$ cat src/common/harness_pkg.sv
/*
 * Board harness shared definitions.
 * Pin indices, I2C bus and fault encodings, and the vector and struct types.
 */
package harness_pkg;

  // System output pins.
  typedef enum logic [1:0] {
    OUT_PIN_RS485_TX,
    OUT_PIN_MB4,
    OUT_PIN_MB7,
    OUT_PIN_MB10
  } out_pin_e;

  // System input pins.
  typedef enum logic [1:0] {
    IN_PIN_RS485_RX,
    IN_PIN_MB3,
    IN_PIN_MB8
  } in_pin_e;

  // Bidirectional pins.
  typedef enum logic [3:0] {
    INOUT_PIN_SCL0,
    INOUT_PIN_SDA0,
    INOUT_PIN_SCL1,
    INOUT_PIN_SDA1,
    INOUT_PIN_RPH_G0,
    INOUT_PIN_RPH_G1,
    INOUT_PIN_RPH_G2_SDA,
    INOUT_PIN_RPH_G3_SCL,
    INOUT_PIN_MB5,
    INOUT_PIN_MB6,
    INOUT_PIN_PMOD0_1,
    INOUT_PIN_AH_TMPIO0,
    INOUT_PIN_AH_TMPIO1,
    INOUT_PIN_AH_TMPIO8,
    INOUT_PIN_AH_TMPIO9
  } inout_pin_e;

  localparam int unsigned NumOutPins   = 4;
  localparam int unsigned NumInPins    = 3;
  localparam int unsigned NumInoutPins = 15;

  typedef logic [NumOutPins-1:0]   out_pins_t;
  typedef logic [NumInPins-1:0]    in_pins_t;
  typedef logic [NumInoutPins-1:0] inout_pins_t;

  // I2C buses that have a device on the far side.
  typedef enum logic [1:0] {
    I2C_BUS_RPI0,
    I2C_BUS_RPI1,
    I2C_BUS_QWIIC1
  } i2c_bus_e;

  localparam int unsigned NumI2cBuses = 3;

  // Controller side of one bus, value and enable per line.
  typedef struct packed {
    logic scl;
    logic scl_en;
    logic sda;
    logic sda_en;
  } i2c_drive_t;

  // Plain line levels of one bus.
  typedef struct packed {
    logic scl;
    logic sda;
  } i2c_lines_t;

  // CHERI fault classes, bit order of the fault vector.
  typedef enum logic [3:0] {
    FAULT_BOUNDS,
    FAULT_TAG,
    FAULT_SEAL,
    FAULT_PERMIT_EXECUTE,
    FAULT_PERMIT_LOAD,
    FAULT_PERMIT_STORE,
    FAULT_PERMIT_STORE_CAP,
    FAULT_PERMIT_STORE_LOCAL_CAP,
    FAULT_PERMIT_ACC_SYS_REGS
  } fault_e;

  localparam int unsigned NumFaults = 9;

  typedef logic [NumFaults-1:0] fault_vec_t;

endpackage

$ cat src/i2c/i2c_bus_resolve.sv
/*
 * I2C bus resolver.
 * Open-drain resolution of each bus between controller and device.
 */
`timescale 1ns/10ps

module i2c_bus_resolve import harness_pkg::*; #(
  parameter int unsigned NumI2cBuses = harness_pkg::NumI2cBuses
) (
  input  i2c_drive_t [NumI2cBuses-1:0] drive_i,
  input  i2c_lines_t [NumI2cBuses-1:0] dev_i,
  output i2c_lines_t [NumI2cBuses-1:0] bus_o,
  output i2c_lines_t [NumI2cBuses-1:0] readback_o
);

  // Lines as driven out by the controller.
  i2c_lines_t [NumI2cBuses-1:0] out_lines;

  for (genvar b = 0; b < NumI2cBuses; b++) begin : g_bus
    // Released line floats up to the pull-up.
    assign out_lines[b].scl = drive_i[b].scl_en ? drive_i[b].scl : 1'b1;
    assign out_lines[b].sda = drive_i[b].sda_en ? drive_i[b].sda : 1'b1;

    // Wired-AND with the device side.
    // The controller sees clock stretching and ACKs here.
    assign readback_o[b].scl = out_lines[b].scl & dev_i[b].scl;
    assign readback_o[b].sda = out_lines[b].sda & dev_i[b].sda;
  end

  // Device sees the controller's side only.
  assign bus_o = out_lines;

endmodule

$ cat src/logic/board_harness.sv
/*
 * Board pin harness top level.
 * Joins the pin router, I2C resolver and CHERI fault latch.
 */
`timescale 1ns/10ps

module board_harness import harness_pkg::*; #(
  parameter int unsigned NumI2cBuses = harness_pkg::NumI2cBuses
) (
  input  logic                          clk_i,
  input  logic                          rst_ni,
  // System pin vectors.
  input  out_pins_t                     out_pins_i,
  input  inout_pins_t                   inout_to_i,
  input  inout_pins_t                   inout_en_i,
  output in_pins_t                      in_pins_o,
  output inout_pins_t                   inout_from_o,
  // RS485 transceiver.
  input  logic                          rs485_tx_en_i,
  input  logic                          rs485_rx_en_i,
  input  logic                          rs485_line_i,
  output logic                          rs485_line_o,
  // I2C device side.
  input  i2c_lines_t [NumI2cBuses-1:0]  i2c_dev_i,
  output i2c_lines_t [NumI2cBuses-1:0]  i2c_bus_o,
  // CHERI faults.
  input  fault_vec_t                    cheri_err_i,
  output fault_vec_t                    fault_seen_o,
  output logic                          new_fault_o,
  output fault_e                        first_fault_o
);

  i2c_drive_t [NumI2cBuses-1:0] i2c_drive;
  i2c_lines_t [NumI2cBuses-1:0] i2c_readback;

  // Pin side.
  pin_router #(
    .NumI2cBuses (NumI2cBuses)
  ) u_pin_router (
    .clk_i          (clk_i),
    .rst_ni         (rst_ni),
    .out_pins_i     (out_pins_i),
    .inout_to_i     (inout_to_i),
    .inout_en_i     (inout_en_i),
    .rs485_tx_en_i  (rs485_tx_en_i),
    .rs485_rx_en_i  (rs485_rx_en_i),
    .rs485_line_i   (rs485_line_i),
    .rs485_line_o   (rs485_line_o),
    .i2c_drive_o    (i2c_drive),
    .i2c_readback_i (i2c_readback),
    .in_pins_o      (in_pins_o),
    .inout_from_o   (inout_from_o)
  );

  // Open-drain buses.
  i2c_bus_resolve #(
    .NumI2cBuses (NumI2cBuses)
  ) u_i2c_bus_resolve (
    .drive_i    (i2c_drive),
    .dev_i      (i2c_dev_i),
    .bus_o      (i2c_bus_o),
    .readback_o (i2c_readback)
  );

  // Fault reporting.
  fault_latch u_fault_latch (
    .clk_i         (clk_i),
    .rst_ni        (rst_ni),
    .err_i         (cheri_err_i),
    .seen_o        (fault_seen_o),
    .new_fault_o   (new_fault_o),
    .first_fault_o (first_fault_o)
  );

endmodule

$ cat src/logic/fault_latch.sv
/*
 * Sticky CHERI fault latch.
 * Remembers each fault class, pulses once on the first occurrence of a class
 * and names the lowest newly seen class.
 */
`timescale 1ns/10ps

module fault_latch import harness_pkg::*; (
  input  logic       clk_i,
  input  logic       rst_ni,
  input  fault_vec_t err_i,
  output fault_vec_t seen_o,
  output logic       new_fault_o,
  output fault_e     first_fault_o
);

  fault_vec_t seen_q;
  fault_vec_t fresh;
  logic       new_q;
  fault_e     first_q;

  // Lowest set class in a fault vector.
  function automatic fault_e lowest_fault(fault_vec_t v);
    fault_e f;
    f = FAULT_BOUNDS;
    for (int i = NumFaults - 1; i >= 0; i--) begin
      if (v[i]) begin
        f = fault_e'(i[3:0]);
      end
    end
    return f;
  endfunction

  // Classes not seen before.
  // Fault lines drive LEDs and are modulated, so repeats are normal.
  assign fresh = err_i & ~seen_q;

  always_ff @(posedge clk_i or negedge rst_ni) begin
    if (!rst_ni) begin
      seen_q  <= '0;
      new_q   <= 1'b0;
      first_q <= FAULT_BOUNDS;
    end else begin
      seen_q <= seen_q | err_i;
      new_q  <= |fresh;
      // Hold the last name between pulses.
      if (|fresh) begin
        first_q <= lowest_fault(fresh);
      end
    end
  end

  assign seen_o        = seen_q;
  assign new_fault_o   = new_q;
  assign first_fault_o = first_q;

endmodule

$ cat src/logic/pin_router.sv
/*
 * Pin router.
 * Unpacks the system pin vectors into I2C bus drives, scatters read-back
 * lines, ties off unused pins, retimes loopbacks and gates the RS485 lines.
 */
`timescale 1ns/10ps

module pin_router import harness_pkg::*; #(
  parameter int unsigned NumI2cBuses = harness_pkg::NumI2cBuses
) (
  input  logic                          clk_i,
  input  logic                          rst_ni,
  input  out_pins_t                     out_pins_i,
  input  inout_pins_t                   inout_to_i,
  input  inout_pins_t                   inout_en_i,
  input  logic                          rs485_tx_en_i,
  input  logic                          rs485_rx_en_i,
  input  logic                          rs485_line_i,
  output logic                          rs485_line_o,
  output i2c_drive_t [NumI2cBuses-1:0]  i2c_drive_o,
  input  i2c_lines_t [NumI2cBuses-1:0]  i2c_readback_i,
  output in_pins_t                      in_pins_o,
  output inout_pins_t                   inout_from_o
);

  // Loopback targets, one register stage.
  typedef struct packed {
    logic ah_tmpio9;
    logic ah_tmpio0;
    logic pmod0_1;
    logic mb8;
    logic mb3;
  } loopback_t;

  loopback_t loop_d;
  loopback_t loop_q;

  // SCL pin of each bus.
  function automatic inout_pin_e scl_pin(int unsigned bus);
    case (bus)
      I2C_BUS_RPI0:   return INOUT_PIN_RPH_G1;
      I2C_BUS_RPI1:   return INOUT_PIN_RPH_G3_SCL;
      I2C_BUS_QWIIC1: return INOUT_PIN_SCL1;
      default:        return INOUT_PIN_SCL0;
    endcase
  endfunction

  // SDA pin of each bus.
  function automatic inout_pin_e sda_pin(int unsigned bus);
    case (bus)
      I2C_BUS_RPI0:   return INOUT_PIN_RPH_G0;
      I2C_BUS_RPI1:   return INOUT_PIN_RPH_G2_SDA;
      I2C_BUS_QWIIC1: return INOUT_PIN_SDA1;
      default:        return INOUT_PIN_SDA0;
    endcase
  endfunction

  // Gather value and enable for each bus.
  for (genvar b = 0; b < NumI2cBuses; b++) begin : g_drive
    assign i2c_drive_o[b] = '{
      scl:    inout_to_i[scl_pin(b)],
      scl_en: inout_en_i[scl_pin(b)],
      sda:    inout_to_i[sda_pin(b)],
      sda_en: inout_en_i[sda_pin(b)]
    };
  end

  // Loopback sources.
  // PWM, UART and SPI loops from the mikroBUS, two GPIO loops on the Arduino header.
  assign loop_d = '{
    ah_tmpio9: inout_to_i[INOUT_PIN_AH_TMPIO8],
    ah_tmpio0: inout_to_i[INOUT_PIN_AH_TMPIO1],
    pmod0_1:   out_pins_i[OUT_PIN_MB10],
    mb8:       out_pins_i[OUT_PIN_MB7],
    mb3:       out_pins_i[OUT_PIN_MB4]
  };

  always_ff @(posedge clk_i or negedge rst_ni) begin
    if (!rst_ni) begin
      loop_q <= '0;
    end else begin
      loop_q <= loop_d;
    end
  end

  // Bidirectional pins back into the system.
  always_comb begin
    inout_from_o = '0;
    // Resolved I2C lines at their mapped pins.
    for (int unsigned b = 0; b < NumI2cBuses; b++) begin
      inout_from_o[scl_pin(b)] = i2c_readback_i[b].scl;
      inout_from_o[sda_pin(b)] = i2c_readback_i[b].sda;
    end
    // No device on these pins, only the board pull-ups.
    inout_from_o[INOUT_PIN_SCL0] = 1'b1;
    inout_from_o[INOUT_PIN_SDA0] = 1'b1;
    inout_from_o[INOUT_PIN_MB5]  = 1'b1;
    inout_from_o[INOUT_PIN_MB6]  = 1'b1;
    // Loopback targets.
    inout_from_o[INOUT_PIN_AH_TMPIO9] = loop_q.ah_tmpio9;
    inout_from_o[INOUT_PIN_AH_TMPIO0] = loop_q.ah_tmpio0;
    inout_from_o[INOUT_PIN_PMOD0_1]   = loop_q.pmod0_1;
  end

  // Input pins.
  always_comb begin
    in_pins_o = '0;
    // Receiver output is low while receive is off.
    in_pins_o[IN_PIN_RS485_RX] = rs485_rx_en_i ? rs485_line_i : 1'b0;
    in_pins_o[IN_PIN_MB3]      = loop_q.mb3;
    in_pins_o[IN_PIN_MB8]      = loop_q.mb8;
  end

  // Line idles high when the driver is off.
  assign rs485_line_o = rs485_tx_en_i ? out_pins_i[OUT_PIN_RS485_TX] : 1'b1;

endmodule

$ cat config.mk
export PLATFORM = sky130hd
export DESIGN_NAME = board_harness
export DESIGN_NICKNAME = d
export VERILOG_FILES = /design/src/common/harness_pkg.sv /design/src/i2c/i2c_bus_resolve.sv /design/src/logic/board_harness.sv /design/src/logic/fault_latch.sv /design/src/logic/pin_router.sv
export SDC_FILE = /design/constraint.sdc
export NUM_CORES = 1
export LEC_CHECK = 0
export ABC_AREA = 1
export ABC_CLOCK_PERIOD_IN_PS = 1250
export BUFFER_PORTS_ARGS = -buffer_cell sky130_fd_sc_hd__buf_2
export CORE_UTILIZATION = 35
export CTS_CLUSTER_SIZE = 30
export DETAILED_ROUTE_END_ITERATION = 8
export PLACE_DENSITY = 0.81
export SETUP_SLACK_MARGIN = 0.05
export SLEW_MARGIN = 20
export SYNTH_ARGS = -nofsm -noshare
export SYNTH_HDL_FRONTEND = slang
export SYNTH_SLANG_ARGS = --single-unit
$ cat constraint.sdc
create_clock -name clk_i -period 1.25 [get_ports clk_i]
set_input_delay 0.0625 -clock clk_i [delete_from_list [all_inputs] [get_ports clk_i]]
set_output_delay 0.0625 -clock clk_i [all_outputs]
set_load 0.01 [all_outputs]
==> results of run 1 <==
[repair_timing]
action,CTS,global route
hold buffers,14,0
endpoints found under the setup margin,0,2
setup buffers,0,1
endpoints found under the hold margin,32,0
resized for setup,0,1
[cell families after synthesis]
logic type | after synthesis
AOI/OAI and AO/OA | 11
buffers and inverters | 25
DFF | 19
other | 2
and+or+nand+nor | 45
[metal layers]
metal | wire length (microns) | share of wire | GRT usage
met5 | 0 | 0 | 0
met4 | 42 | 0.019 | 0.0921
met3 | 112 | 0.052 | 0.0259
met2 | 1220 | 0.57 | 0.323
met1 | 780 | 0.36 | 0.169
[area by class of cell]
cell class,instances,area [sq um]
fillers,235,1030
multi-input cells,62,338
clock buffers,4,26.3
repair buffers,85,498
inverters,19,71.3
flip-flops and latches,19,475
well taps,30,37.5
[stage by stage]
step | hold slack [ps] | power, mW | instances | area, sq um | util
global placement | 16.2 | 0.878 | 200 | 1270 | 0.513
global route | 12.3 | 1.30 | 219 | 1450 | 0.584
CTS | 22.7 | 1.23 | 218 | 1440 | 0.580
detailed placement | 28.6 | 0.889 | 200 | 1270 | 0.513
finish | 15.7 | 1.22 | 219 | 1450 | 0.584
floorplan | -233 | 0.765 | 106 | 927 | -
[cells in the mapped netlist]
library cell and number:
a21boi_0 7, nand2_2 9, conb_1 2, buf_4 6, dfrtp_1 19, or2_2 8
nand2_1 20, o21ai_0 1, inv_1 19, nand2_4 1, nor2_4 1, o21ai_2 2
a31oi_1 1, nor2_1 4, nor2_2 2
[flip-flops by register name, indices dropped and copies added (netlist names)]
register,count
u_fault_latch.first_fault_o,4
u_fault_latch.seen_o,9
u_fault_latch.new_fault_o,1
u_pin_router.inout_from_o,3
u_pin_router.in_pins_o,2
[critical path, stage by stage]
cell	delay [ps]
dlygate4sd3_1	550
buf_2	140
nand2_2	70
o21ai_2	60
nor2_2	140
nand2_2	100
nor2_4	100
nand2_1	70
o21ai_2	50
[how the worst max path moves through the flow]
stage	startpoint	endpoint	slack (ps)	cells past startpoint
after global placement	u_fault_latch.seen_o[3]$_DFF_PN0_	u_fault_latch.first_fault_o[1]$_DFFE_PN0P_	230	8
after global routing	u_fault_latch.seen_o[3]$_DFF_PN0_	u_fault_latch.first_fault_o[0]$_DFFE_PN0P_	50	8
final	cheri_err_i[6]	u_fault_latch.first_fault_o[1]$_DFFE_PN0P_	130	9
after CTS	cheri_err_i[5]	u_fault_latch.first_fault_o[1]$_DFFE_PN0P_	160	9
after detailed placement	u_fault_latch.seen_o[3]$_DFF_PN0_	u_fault_latch.first_fault_o[1]$_DFFE_PN0P_	200	8
after floorplan	u_fault_latch.seen_o[4]$_DFF_PN0_	u_fault_latch.first_fault_o[1]$_DFFE_PN0P_	230	8
[power by group]
group          internal (mW)  total [mW]  switching [mW]
Sequential             0.645       0.659          0.0138
Combinational          0.128       0.250           0.122
Clock                  0.124       0.310           0.186
==> impl_metrics.ini, run 1 <==
[job]
maxCapViolCount = 0

[synth]
synth_mux_area_frac = 0
yosys_warnings = 0
synth_simple_gate_area_frac = 0.254
synth_top_family_by_area = simple AND/OR/NAND/NOR gates
synthCells = 102
ys_ff_latch = 19
synth_compound_area_frac = 0.0892
yosys-top-cells-area = dfrtp_1 (52%), nand2_1 (8.2%), inv_1 (7.8%)
yosys.area.top_type = dfrtp_1
synth-xor-area-share = 0
syn_area_sq_um = 912
yosysSeqAreaShare = 0.521
synth_top_area_share = 0.521
ys_types = 15
synth_fa_ha_area_frac = 0
syn_area_per_cell_sq_um = 8.94

[layout]
diodes = 0
area_growth_pct = 58.6
layout.nets = 244
final_common_cell = buf_2
drive_gt1_frac = 0.519
layout_common_cells = buf_2 (70), inv_1 (19), nand2_1 (19), dfrtp_1 (19), dlygate4sd3_1 (14)

[power_and_ir_drop]
p_leak_nw = 0.859
power_density_nw_per_um2 = 843
vdd_ir_drop_max_mv = 0.543

[critical_path]
critPathLaunchType = primary input
rrSetupSlack_ps = 150
crit_required_ps = 1490
r2r_start = u_fault_latch.seen_o[3]$_DFF_PN0_
critPathCaptureType = flop
critical_path_arrival_ps = 1360
critPathKind = primary input to flop
rr_worst_depth = 8
reg2reg_to = u_fault_latch.first_fault_o[1]$_DFFE_PN0P_
worst-path-max-fanout = 3

[status]
status = finished, final reports clean

[place]
gp_congestion = 0.723
hpwl_microns = 1520
port_buffers = 70
place_ws_ps = 204

[sta]
finalHoldViolCount = 0
fin_tns_setup_ps = 0
min_period_ps = 1120
fin_ws_ps = 129
fmax_ghz = 0.892
rsz0062_at_grt = true
fin_crit_sh = 0.897
drv_slew = 0
setup_viol = 0
skew_ps = 1.21

[routing]
dr.first_iter.drc_count = 5
num_vias = 907
wire_per_inst_microns = 9.84
drc = 0
final_antenna_net_count = 0
routed_wl_microns = 2160
dr.pass1.iters = 4
viasPerCell = 4.14

[die]
start_util = 0.368
die_width_microns = 53.1
die_h_microns = 53.1
io_pins = 93
die_area_sq_um = 2810
rows = 18
core_area_sq_um = 2480

[cts]
clock-sinks = 19
root_buffer = clkbuf_4
cts_made_buffers = 3
path_clk_slew_ps = 100
tritoncts = yes
clk_latency_ps = 290
htreeDepth = 1
clk_path_buf_depth = 2

[global_route]
grt_max_degree = 20
grt_util_all_layers = 0.168
antenna_found_initial = 0
grt_pass1_vias = 779
grt_pass1_wl_microns = 3240
grt_overflow = 0

[min_path]
worstHoldStart = cheri_err_i[4]
holdPathEnd = u_fault_latch.seen_o[4]$_DFF_PN0_
holdCritPathClass = primary input to flop
hold_depth = 2
Power figures use the tool's default switching activity.
==> run 2, diff against run 1 <==
- CORE_UTILIZATION: 35 -> 30
- PLACE_DENSITY: 0.81 -> 0.72
==> run 2 against run 1 <==
  * The run now ends with DRC left
  * Final area increased by 0.86%
  * Highest routed layer unchanged
  * Non-clock buffer count increased by 1
  * Via count decreased by 1.8%
  * Sequential cell count unchanged
  * Utilization decreased by 6.8 points
  * Combinational power about the same
  * Clock power about the same
  * Total power decreased by 0.18%
  * Cell count increased by 0.91%
  * Worst hold slack improved by 220 ps
  * Largest cell class unchanged
  * Global-route usage decreased by 4.2 points
==> impl_metrics.ini, run 2 (synthesized netlist as in run 1, its figures left out) <==
[power_and_ir_drop]
pwr-share-clk = 0.255
vdd_ir_drop_max_mv = 0.454
power_density_nw_per_um2 = 834
swShare = 0.265
p_comb_frac = 0.205
power_frac_seq = 0.540
p_sw_mw = 0.322
p_leak_nw = 0.866
p_int_mw = 0.894

[layout]
fin_cells = 221
layout.nets = 245
layout_common_cells = buf_2 (70), inv_1 (19), nand2_1 (19), dfrtp_1 (19), dlygate4sd3_1 (15)
area_growth_pct = 59.9
fill_cells = 273
diodes = 0
largest_reg_flops = 9
drive_gt1_frac = 0.521
final_common_cell = buf_2

[routing]
drc = 14
viasPerCell = 4.03
num_vias = 891
routed_wl_microns = 1930
dr.pass1.iters = 6
wire_per_inst_microns = 8.73
final_antenna_net_count = 0
dr.first_iter.drc_count = 25

[sta]
fmax_ghz = 0.910
finalHoldViolCount = 0
skew_ps = 0.760
rsz0062_at_grt = false
setup_viol = 0
drv_slew = 0
whs_ps = 233
min_period_ps = 1100
fin_tns_setup_ps = 0
fin_crit_sh = 0.879

[cts]
clk_path_buf_depth = 2
clk_latency_ps = 300
root_buffer = clkbuf_4
cts_made_buffers = 3
tritoncts = yes
clock-sinks = 19
htreeDepth = 1
path_clk_slew_ps = 110

[place]
placed_cells = 201
hpwl_microns = 1430
gp_congestion = 0.660
port_buffers = 70

[global_route]
grt_pass1_vias = 779
grt_pass1_wl_microns = 3190
grt_max_degree = 20
grt_overflow = 0
antenna_found_initial = 0
grt_util_all_layers = 0.126

[die]
io_pins = 93
die_width_microns = 57.1
die_h_microns = 57.1
rows = 19
start_util = 0.322
core_area_sq_um = 2830
die_area_sq_um = 3260

[critical_path]
critPathLaunchType = primary input
cpPeakStageDelay_ps = 530
cp_cell_sequence = dlygate4sd3_1 -> buf_2 -> inv_1 -> o21ai_2 -> nor2_2 -> nand2_2 -> nor2_4 -> nand2_1 -> o21ai_2
critPathCaptureType = flop
critPathSlowestCell = dlygate4sd3_1
path_common_cell = o21ai_2
crit_required_ps = 1490
critPathKind = primary input to flop
worst-path-max-fanout = 3
critical_path_arrival_ps = 1340

[status]
status = finished with violations
violations = DRC

[job]
maxCapViolCount = 0

[min_path]
holdCritPathClass = primary input to async pin
-- run 2: repair_timing --
item,CTS,global route
endpoints found under the hold margin,33,0
hold buffers,15,0
resized for setup,0,1
buffers inserted,0,1
setup endpoints to repair,0,1
-- run 2: layout make-up --
class / count / area (sq um) / share of cell area
Timing Repair Buffer: 86 / 508 / 0.348
Multi-Input combinational cell: 62 / 338 / 0.232
Sequential cell: 19 / 475 / 0.326
Clock inverter: 1 / 5.00 / 0.00343
Inverter: 19 / 71.3 / 0.0489
Tap cell: 31 / 38.8 / 0.0266
Clock buffer: 3 / 22.5 / 0.0154
-- run 2: path summary, 6_finish.rpt --
path,from,to,slack [ps],cells past startpoint
max,cheri_err_i[7],u_fault_latch.first_fault_o[1]$_DFFE_PN0P_,150,9
max reg2reg,u_fault_latch.seen_o[6]$_DFF_PN0_,u_fault_latch.first_fault_o[1]$_DFFE_PN0P_,150,8
max in group asynchronous,rst_ni,u_fault_latch.seen_o[7]$_DFF_PN0_,730,2
min reg2reg,u_fault_latch.seen_o[5]$_DFF_PN0_,u_fault_latch.seen_o[5]$_DFF_PN0_,500,1
min in group clk_i,inout_en_i[4],i2c_bus_o[0],370,3
min,rst_ni,u_fault_latch.first_fault_o[3]$_DFFE_PN0P_,230,2
-- run 2: critical path: cells and delay by family --
family	cells	cell delay (ps)
compound gates	2	120
buf+inv	3	740
simple gates	4	420
-- run 2: per-stage QoR --
step | util | power [mW] | setup slack, ps | instance area, sq um
finish | 0.516 | 1.22 | 152 | 1460
global placement | 0.449 | 0.880 | 221 | 1270
global route | 0.516 | 1.29 | 57.3 | 1460
CTS | 0.512 | 1.24 | 169 | 1450
floorplan | - | 0.765 | 230 | 927
detailed placement | 0.449 | 0.884 | 201 | 1270
-- run 2: power groups by stage --
stage,registers (mW),clock network [mW],logic [mW]
2_1_floorplan,0.687,0,0.0788
3_3_place_gp,0.670,0,0.211
3_5_place_dp,0.670,0,0.214
4_1_cts,0.657,0.330,0.250
5_1_grt,0.660,0.354,0.277
6_report,0.657,0.310,0.250
-- run 2: routing by layer --
| metal | vias up | part of all wire | global-route usage |
|---|---|---|---|
| li1 | 464 | - | - |
| met1 | 372 | 0.41 | 0.147 |
| met2 | 53 | 0.48 | 0.220 |
| met3 | 2 | 0.10 | 0.0340 |
| met4 | 0 | 0.0088 | 0.0523 |
| met5 | - | 0 | 0 |
